### config.mk
export PLATFORM = sky130hd
export DESIGN_NAME = fetch_unit
export DESIGN_NICKNAME = d
export VERILOG_FILES = /design/src/verilog/core_pkg.sv /design/src/verilog/fetch_unit.sv
export SDC_FILE = /design/constraint.sdc
export NUM_CORES = 1
export LEC_CHECK = 0
export BUFFER_PORTS_ARGS = -buffer_cell sky130_fd_sc_hd__buf_2
export CORE_UTILIZATION = 40
export CTS_CLUSTER_SIZE = 20
export DETAILED_ROUTE_END_ITERATION = 8
export GPL_TIMING_DRIVEN = 0
export HOLD_SLACK_MARGIN = 0.06
export PLACE_DENSITY = 0.72
export SLEW_MARGIN = 5
export SYNTH_ARGS = -nofsm -noshare
export SYNTH_HDL_FRONTEND = slang
export SYNTH_SLANG_ARGS = --single-unit
### constraint.sdc
create_clock -name clock -period 4.3 [get_ports clock]
set_clock_uncertainty 0.1 [all_clocks]
set_input_delay 0.43 -clock clock [delete_from_list [all_inputs] [get_ports clock]]
set_output_delay 0.43 -clock clock [all_outputs]
set_load 0.005 [all_outputs]
### src/verilog/core_pkg.sv
// widths, reset vector and decode enums shared by the rv64 pipeline, imported by each rtl unit
package core_pkg;
	localparam int xlen = 64;
	localparam int reg_addr_w = 5;
	localparam logic [xlen-1:0] pc_start = 64'h8000_0000;

	// major opcodes seen by the decoder
	typedef enum logic [6:0] {
		op_load   = 7'h03,
		op_imm    = 7'h13,
		op_store  = 7'h23,
		op_reg    = 7'h33,
		op_branch = 7'h63,
		op_trap   = 7'h6b,
		op_jal    = 7'h6f
	} opcode_t;

	typedef enum logic [3:0] {
		uop_nop,
		uop_alu,
		uop_alui,
		uop_load,
		uop_store,
		uop_beq,
		uop_bne,
		uop_jal,
		uop_trap
	} uop_t;

	typedef enum logic [2:0] {
		alu_add,
		alu_sub,
		alu_and,
		alu_or,
		alu_xor
	} alu_op_t;

	// operand source in execute
	typedef enum logic [1:0] {
		fwd_reg,
		fwd_mem,
		fwd_wb
	} fwd_sel_t;
endpackage

### src/verilog/fetch_unit.sv
// fetch stage, owns the pc and the fetch/decode register, instantiated by core_top
`timescale 1ns/10ps

module fetch_unit (
	input  logic clock,
	input  logic reset,
	input  logic stall,
	input  logic redirect,
	input  logic [core_pkg::xlen-1:0] target,
	input  logic halted,
	output logic [core_pkg::xlen-1:0] inst_addr,
	input  logic [31:0] inst_data,
	output logic id_valid,
	output logic [31:0] id_inst,
	output logic [core_pkg::xlen-1:0] id_pc
);
	import core_pkg::*;

	logic [xlen-1:0] pc;
	logic [xlen-1:0] pc_next;

	// halt freezes, a redirect beats the load-use hold
	always_comb begin
		if (halted)
			pc_next = pc;
		else if (redirect)
			pc_next = target;
		else if (stall)
			pc_next = pc;
		else
			pc_next = pc + 64'd4;
	end

	assign inst_addr = pc;

	always_ff @(posedge clock) begin
		if (reset)
			pc <= pc_start;
		else
			pc <= pc_next;
	end

	always_ff @(posedge clock) begin
		if (reset || redirect)
			id_valid <= 1'b0;
		else if (!stall)
			id_valid <= 1'b1;
	end

	always_ff @(posedge clock) begin
		if (!stall) begin
			id_inst <= inst_data;
			id_pc <= pc;
		end
	end

	// pc only ever moves in whole words
	assert property (@(posedge clock) disable iff (reset) pc[1:0] == 2'b00);
endmodule

---- Word level (Yosys, flattened, before mapping) ----
Index checks and enable logic that the tools add are counted.
word-level totals
  register bits ........................... 161
  logic and storage cells ................. 11
  memories ................................ 0
  input bits .............................. 101
  output and inout port bits .............. 161
  bits in writable memories ............... 0
  bits in read-only memories .............. 0
  latch bits .............................. 0
cells by class
  muxes and demuxes ....................... 2
  multipliers ............................. 0
  order comparisons ....................... 0
  bitwise logic cells ..................... 1
  reduce and logical (&&, ||, !) cells .... 2
  div/mod/pow operators ................... 0
  add/subtract/negate cells ............... 1
  eq/ne operators ......................... 1
  shifts and indexed selects .............. 0
operators with widths
  operator                 count
  $mux W64                 2
  $add A64 B3 Y64 const B  1
  $ne A2 B1 Y1 const B     1
  $reduce_and A2 Y1        1
  $logic_or A1 B1 Y1       1
  $not A1 Y1               1

---- Logic depth before layout (Yosys ltp) ----
Gate-level depths: netlist (run 1).
  depth in word-level cells ............... 3
  depth in mapped cells ................... 8
  gate-level depth less buffers ........... 6

---- Least setup slack after synthesis (run 1) ----
OpenSTA, ideal clock, no wires.
  path kind ............................... input -> register
  from .................................... in stall
  to ...................................... reg pc[60], in the netlist inst_addr[60]
  slack ................................... 0.673 ns
  setup time .............................. 0.134 ns
  stages .................................. 6
  arrival time ............................ 3.393 ns
  path through ............................ clkbuf_1 > inv_1 > nand4_1 > mux2_2 > a221oi_1 > a211oi_1
on the way
  longest elaborated chain between the ends .. 2
ends and longest elaborated chain
  element                      RTL line          source
  start: declaration           fetch_unit.sv:7   input logic stall,
  $ne A2 B1 Y1 (no line)       --
  $reduce_and A2 Y1 (no line)  --
  end signal: assignment       fetch_unit.sv:38  pc <= pc_start;
  end signal: assignment       fetch_unit.sv:40  pc <= pc_next;
  end: declaration             fetch_unit.sv:19  logic [xlen-1:0] pc;
No other way between the ends.
A chain may end at the register's enable or synchronous reset.

---- Worst setup path after layout (run 1) ----
  from .................................... reg pc[2], in the netlist inst_addr[2]
  to ...................................... reg pc[52], in the netlist inst_addr[52]
on the way
  longest elaborated chain between the ends .. 3
ends and longest elaborated chain
  element          RTL line          source
  $add A64 B3 Y64  fetch_unit.sv:31  pc_next = pc + 64'd4;
  $mux W64         fetch_unit.sv:28  else if (stall)
  $mux W64         fetch_unit.sv:26  else if (redirect)
No other way between the ends. The select of a mux whose other input is x is not followed.

==> flow_summary.ini, run 1 <==
[route]
ant_nets = 0
detailedRoute.firstIterationViolations = 962
detail_route.drc_violations = 0
vias = 7778
routed_wl_um = 28340
wire_per_inst_um = 22.30
drtPass1Iterations = 5
viasPerCell = 6.120

[global_route]
number_of_antenna_violations_at_the_first_check_in_global_routing = 0
largest_net_degree_at_the_start_of_global_routing = 63
grt_pass1_vias = 7275
grt_first_pass_wirelength_um = 42070
global_route.usage.total_pct = 29.02
gr-total-overflow = 0

[synth]
mappedNetlistArea_um2 = 7555
synth-seq-area-share_pct = 55.38
async_flop_share_pct = 0
netlist_cell_types = 65
synth_seq_cells = 161
avgSynthCellArea_um2 = 10.43
synth-warning-count = 0
synth.mux.area_fraction_pct = 2.335
synth_fa_ha_area_share_pct = 0.1656
postSynthNetCount = 826
synthFlopType = sky130_fd_sc_hd__edfxtp_1
synth_top_family_by_area = simple AND/OR/NAND/NOR gates
netlist_instances = 724
post_synth_xor_area_fraction_pct = 0
synth-compound-area-share_pct = 16.03
post_synth_and_or_nand_nor_area_fraction_pct = 23.15
synth_enable_flop_cells = 96

[cells_and_area]
seq_area_um2 = 4184
fillCellCount = 1673
multi_input_comb_area_um2 = 3149
flow.area_growth_from_synthesis_pct = 32.54
fin_util_pct = 54.99
mostFrequentLayoutCells = sky130_fd_sc_hd__buf_2, sky130_fd_sc_hd__edfxtp_1, sky130_fd_sc_hd__nand2_1
fraction_of_layout_instances_using_a_drive_strength_above_1_pct = 30.81
antenna_cells = 0
most_frequent_standard_cell_in_the_layout_excluding_fill_and_tap_cells = sky130_fd_sc_hd__buf_2
design_area_um2 = 10010
finalNetCount = 1131

[clock_tree]
path_clk_slew_ps = 70
clock_latency_ps = 440
setup_fix_bufs_post_cts = 0
cts_root_buf = sky130_fd_sc_hd__clkbuf_16
clock_tree_from_tritoncts = yes
cts-root-to-sink-buffers = 2
number_of_clock_sinks = 161
cts-buffers-inserted = 17
clock_tree.htree_level_count = 4

[power]
vdd_ir_drop_max_v = 0.0002782
cellPowerDensity_nw_per_um2 = 374.5
p_leak_nw = 4.051
fin_total_pwr_w = 0.003750

[floorplanning]
core_area_um2 = 18210
die_w_um = 139.4
top_level_ports = 262
floorplan.initialDensity_pct = 41.49
die_h_um = 139.4
die_area_um2 = 19440
fp-row-count = 49

[placed_design]
detailed_placement_hpwl_um = 20210
gpl.final_weighted_congestion = 0.9848
place_area_um2 = 9168
portBuffers = 259

[worst_setup_path]
biggest_cell_delay_along_the_critical_path_ps = 600
required_ps = 4550
critical_path.top_delay_family = simple AND/OR/NAND/NOR gates
crit_path_end_kind = flop
critical_path.max_fanout = 8
critical_path_buf_inv_count = 0
category_of_the_critical_setup_timing_path = reg -> reg
crit_path_cell_trace = ha_1, nand4_2, nor2_1, nand3_2, or4_1, a31oi_1
crit_start = inst_addr[2]
cpMaxStageDelayCell = sky130_fd_sc_hd__nor2_1
critPathArrivalTime_ps = 3150
worstReg2RegStart = inst_addr[2]
critPathLaunchType = flop

[worst_hold_path]
type_of_the_worst_min_delay_path = in -> reg
worstHoldStart = inst_data[4]

[timing]
timing_worst_slew_pin_value_ps = 926.1
maxSlewViolCount = 0
timing.slew.headroom_pct = 38.26
grt_setup_unrepaired = false
timing.final.hold_violations = 0
period_needed_ps = 2905
timing.final.crit_share_pct = 67.57
finalSetupViolations = 0
max_freq_mhz = 344.2

[outcome]
status = finished, final reports clean

[job]
number_of_violations_of_the_max_capacitance_limit = 0
kinds of logic (layout without fill, tap and decap cells):
group                    Yosys count  in the layout
flip-flops                       161            161
AND/OR/NAND/NOR                  310            310
AO/OA/AOI/OAI                    178            178
adder cells (fa/ha/maj)            1              1
multiplexers                      17             17
buffers and inverters             57            375
per-layer routing:
| metal | wire length [um] | up-vias | global-route usage, % |
|---|---|---|---|
| li1 | - | 3474 | - |
| met1 | 11330 | 3637 | 39.25 |
| met2 | 12790 | 587 | 44.67 |
| met3 | 3311 | 80 | 6.813 |
| met4 | 912 | 0 | 11.93 |
| met5 | 0 | - | 0 |
stage by stage:
stage / std cells / setup WS, ps / hold WS [ps] / TNS (ps)
finish: 1271 / 1395 / 73.40 / 0
global route: 1271 / 1290 / 62.62 / 0
CTS: 1266 / 1444 / 60.01 / 0
detailed placement: 1213 / 1356 / 340.2 / 0
global placement: 1212 / -610.7 / 334.2 / -610.7
floorplan: 724 / 673.1 / 348.7 / 0
state kept, by name, summed over array words and instances, names as in the netlist:
register / cells
id_pc: 64
id_inst: 32
inst_addr: 64
id_valid: 1
path summary, 6_finish.rpt:
path / slack [ps] / endpoint / depth (start not counted)
worst min register to register: 350 / id_valid / 1
worst min-delay path: 70 / id_inst[4] / 1
worst max register to register: 1390 / inst_addr[52] / 6
worst max-delay path: 1390 / inst_addr[52] / 6
report_power, final:
group | switching (W) | internal (W) | leakage [nW] | total, W
Combinational | 0.000238 | 0.000181 | 2.26 | 0.000419
Clock | 0.000723 | 0.000779 | 0.289 | 0.00150
Sequential | 0.0000896 | 0.00174 | 1.50 | 0.00183
synthesized netlist by cell type (10+ instances only):
cell type	instances	area, um^2
sky130_fd_sc_hd__nand4_1	30	187.7
sky130_fd_sc_hd__o211ai_1	11	82.58
sky130_fd_sc_hd__or3_1	16	100.1
sky130_fd_sc_hd__clkbuf_1	38	142.6
sky130_fd_sc_hd__nor3_1	19	95.09
sky130_fd_sc_hd__nor2_1	51	191.4
sky130_fd_sc_hd__or4_1	13	97.59
sky130_fd_sc_hd__edfxtp_1	96	2883
sky130_fd_sc_hd__a22oi_1	11	82.58
sky130_fd_sc_hd__dfxtp_1	65	1301
sky130_fd_sc_hd__nand2_1	69	259.0
sky130_fd_sc_hd__nor4_1	10	62.56
sky130_fd_sc_hd__a21oi_1	34	170.2
sky130_fd_sc_hd__a31oi_1	28	175.2
sky130_fd_sc_hd__and3_1	25	156.4
sky130_fd_sc_hd__inv_1	10	37.54
sky130_fd_sc_hd__nand3_1	33	165.2
sky130_fd_sc_hd__o21ai_0	18	90.09
sky130_fd_sc_hd__mux2i_1	12	120.1
sky130_fd_sc_hd__a211oi_1	13	97.59
repair_timing:
action	in CTS	in global routing
hold endpoints to repair	21	5
hold buffers	21	5
gates resized for setup	0	0
area by class of cell:
cell class	count	area share (%)
Timing Repair Buffer	286	15.82
Clock buffer	17	4.248
Buffer	47	1.837
Multi-Input combinational cell	506	31.45
Inverter	10	0.3998
Sequential cell	161	41.78
Tap cell	229	2.861
Clock inverter	15	1.599
Note: power is estimated with default switching activity, not from simulation.
==> inputs of run 2 (changes only) <==
--- a/config.mk
+++ b/config.mk
@@ -5,6 +5,7 @@
 export SDC_FILE = /design/constraint.sdc
 export NUM_CORES = 1
 export LEC_CHECK = 0
+export ABC_AREA = 1
 export BUFFER_PORTS_ARGS = -buffer_cell sky130_fd_sc_hd__buf_2
 export CORE_UTILIZATION = 40
 export CTS_CLUSTER_SIZE = 20
==> constraint.sdc (replaced) <==
create_clock -name clock -period 2.7 [get_ports clock]
set_clock_uncertainty 0.1 [all_clocks]
set_input_delay 0.27 -clock clock [delete_from_list [all_inputs] [get_ports clock]]
set_output_delay 0.27 -clock clock [all_outputs]
set_load 0.005 [all_outputs]
==> flow_summary.ini, run 2 <==
[outcome]
status = finished, final reports clean

[job]
number_of_violations_of_the_max_capacitance_limit = 0

[worst_setup_path]
cpMaxStageDelayCell = sky130_fd_sc_hd__dfxtp_1
critPathArrivalTime_ps = 2770
critPathLaunchType = flop
ff2ff_setup_slack_ps = 140
required_ps = 2910
biggest_cell_delay_along_the_critical_path_ps = 510
critical-path-top-cell-by-count = sky130_fd_sc_hd__nand2_1
crit_path_cell_trace = nand2_1, nor2_1, nand2_1, nor2_1, nand3_1, nand2_1, nand2_1, o21ai_0, a21oi_1
crit_path_end_kind = flop
category_of_the_critical_setup_timing_path = reg -> reg
critical_path.max_fanout = 6

[clock_tree]
setup_fix_bufs_post_cts = 0
cts-buffers-inserted = 17
path_clk_slew_ps = 70
clock_tree.htree_level_count = 4
cts-root-to-sink-buffers = 2
number_of_clock_sinks = 161
cts_root_buf = sky130_fd_sc_hd__clkbuf_16
clock_latency_ps = 450
clock_tree_from_tritoncts = yes

[placed_design]
place.detailed.instances = 1454
detailed_placement_hpwl_um = 20530
gpl.final_weighted_congestion = 0.9674
worst_setup_slack_after_placement_ps = 245.1
portBuffers = 261

[route]
ant_nets = 0
viasPerCell = 5.146
drtPass1Iterations = 5
detailedRoute.firstIterationViolations = 591
wire_per_inst_um = 17.80
vias = 7966
routed_wl_um = 27560
detail_route.drc_violations = 0

[timing]
period_needed_ps = 2563
finalSetupTns_ps = 0
max_freq_mhz = 390.1
timing.final.crit_share_pct = 94.93
fin_ws_ps = 136.9
grt_setup_unrepaired = false
hold_slack_ps = 72.01
maxSlewViolCount = 0
timing_worst_slew_pin_value_ps = 857.4
finalSetupViolations = 0
timing.final.hold_violations = 0
timing.slew.headroom_pct = 42.84

[synth]
netlist_instances = 958
netlist_cell_types = 32
mappedNetlistArea_um2 = 7645
yosysMostFrequentCell = sky130_fd_sc_hd__nand2_1
netlist_top_cells_count = sky130_fd_sc_hd__nand2_1, sky130_fd_sc_hd__nor2_1, sky130_fd_sc_hd__edfxtp_1
synth-seq-area-share_pct = 54.73
synth_top_cells_by_area = sky130_fd_sc_hd__edfxtp_1, sky130_fd_sc_hd__dfxtp_1, sky130_fd_sc_hd__nand2_1, sky130_fd_sc_hd__nor2_1, sky130_fd_sc_hd__nand3_1
avgSynthCellArea_um2 = 7.980
synth-warning-count = 0
postSynthNetCount = 1060
yosys.area.top_type = sky130_fd_sc_hd__edfxtp_1
synth_enable_flop_cells = 96
synthFlopType = sky130_fd_sc_hd__edfxtp_1
area_share_of_the_largest_cell_type_after_synthesis_pct = 37.71
synth_seq_cells = 161
async_flop_share_pct = 0

[cells_and_area]
multi_input_comb_area_um2 = 3063
mostFrequentLayoutCells = sky130_fd_sc_hd__nand2_1, sky130_fd_sc_hd__buf_2, sky130_fd_sc_hd__nor2_1
most_frequent_standard_cell_in_the_layout_excluding_fill_and_tap_cells = sky130_fd_sc_hd__nand2_1
fraction_of_layout_instances_using_a_drive_strength_above_1_pct = 23.90
antenna_cells = 0
seq_area_um2 = 4184
finalNetCount = 1403
final_cells = 1548
fillCellCount = 1773
flow.area_growth_from_synthesis_pct = 37.56

[floorplanning]
die_w_um = 140.2
die_h_um = 140.2
floorplan.initialDensity_pct = 40.87
top_level_ports = 262
core_area_um2 = 18710
die_area_um2 = 19670
fp-row-count = 50

[global_route]
largest_net_degree_at_the_start_of_global_routing = 73
global_route.usage.total_pct = 28.11
grt_first_pass_wirelength_um = 41410
gr-total-overflow = 0
number_of_antenna_violations_at_the_first_check_in_global_routing = 0
grt_pass1_vias = 7437

[worst_hold_path]
type_of_the_worst_min_delay_path = in -> reg

[power]
vdd_ir_drop_max_v = 0.0004616
cellPowerDensity_nw_per_um2 = 580.8
p_leak_nw = 4.420
fin_total_pwr_w = 0.006108
[run 2: cell types whose count changed in the layout (fill, tap and decap cells not counted), moves of 25 or more]
cell | previous run | this run
sky130_fd_sc_hd__dlygate4sd3_1 | 26 | 62
sky130_fd_sc_hd__nand3_1 | 33 | 66
sky130_fd_sc_hd__nand2_1 | 69 | 278
sky130_fd_sc_hd__and3_1 | 25 | 0
sky130_fd_sc_hd__inv_1 | 9 | 68
sky130_fd_sc_hd__nor2_1 | 51 | 193
[run 2: worst max-delay path: cells and delay by family, from the launching register on]
family	cells	cell delay, ps
flops	1	510
compound gates	2	320
simple gates	7	1500
[run 2: per-layer routing]
metal  GRT usage (%)  part of all wire, %
met5               0                    0
met4           11.10                  2.6
met3           4.410                  7.5
met2           45.61                   46
met1           37.64                   44
[run 2: final cells by class]
type | count | share of cell area [%]
buffer | 31 | 1.214
tap | 234 | 2.784
clock inverter | 14 | 1.832
inverter | 72 | 2.594
clock buffer | 18 | 4.081
timing repair buffer | 324 | 18.58
sequential | 161 | 39.79
multi-input combinational | 694 | 29.13
[run 2: logic make-up after synthesis]
family	synth area share, %
adder cells (fa/ha/maj)	0.1636
AND/OR/NAND/NOR	30.02
buffers and inverters	5.205
AO/OA/AOI/OAI	9.656
flip-flops	54.73
XOR/XNOR	0.2292
[run 2: path summary, 6_finish.rpt]
| check | from | endpoint | cells past startpoint |
|---|---|---|---|
| max | inst_addr[28] | inst_addr[50] | 9 |
| min reg2reg | inst_addr[0] | id_pc[0] | 0 |
| max reg2reg | inst_addr[28] | inst_addr[50] | 9 |
| min | target[19] | inst_addr[19] | 3 |
[run 2: what timing repair did]
| item | CTS | global route |
|---|---|---|
| gates resized for setup | 0 | 0 |
| hold endpoints to repair | 62 | 0 |
| hold buffers | 62 | 0 |
[run 2: stage by stage]
step / area, um^2 / util, %
after floorplan: 7645 / -
after global placement: 9244 / 49.42
after detailed placement: 9274 / 49.58
after CTS: 10520 / 56.22
after global routing: 10520 / 56.22
final: 10520 / 56.22
[run 2: where the power goes]
part	internal, W	leakage, nW	switching, W
combinational	0.000295	2.61	0.000334
sequential	0.00276	1.50	0.000118
clock	0.00149	0.303	0.00111
total	0.00455	4.42	0.00156
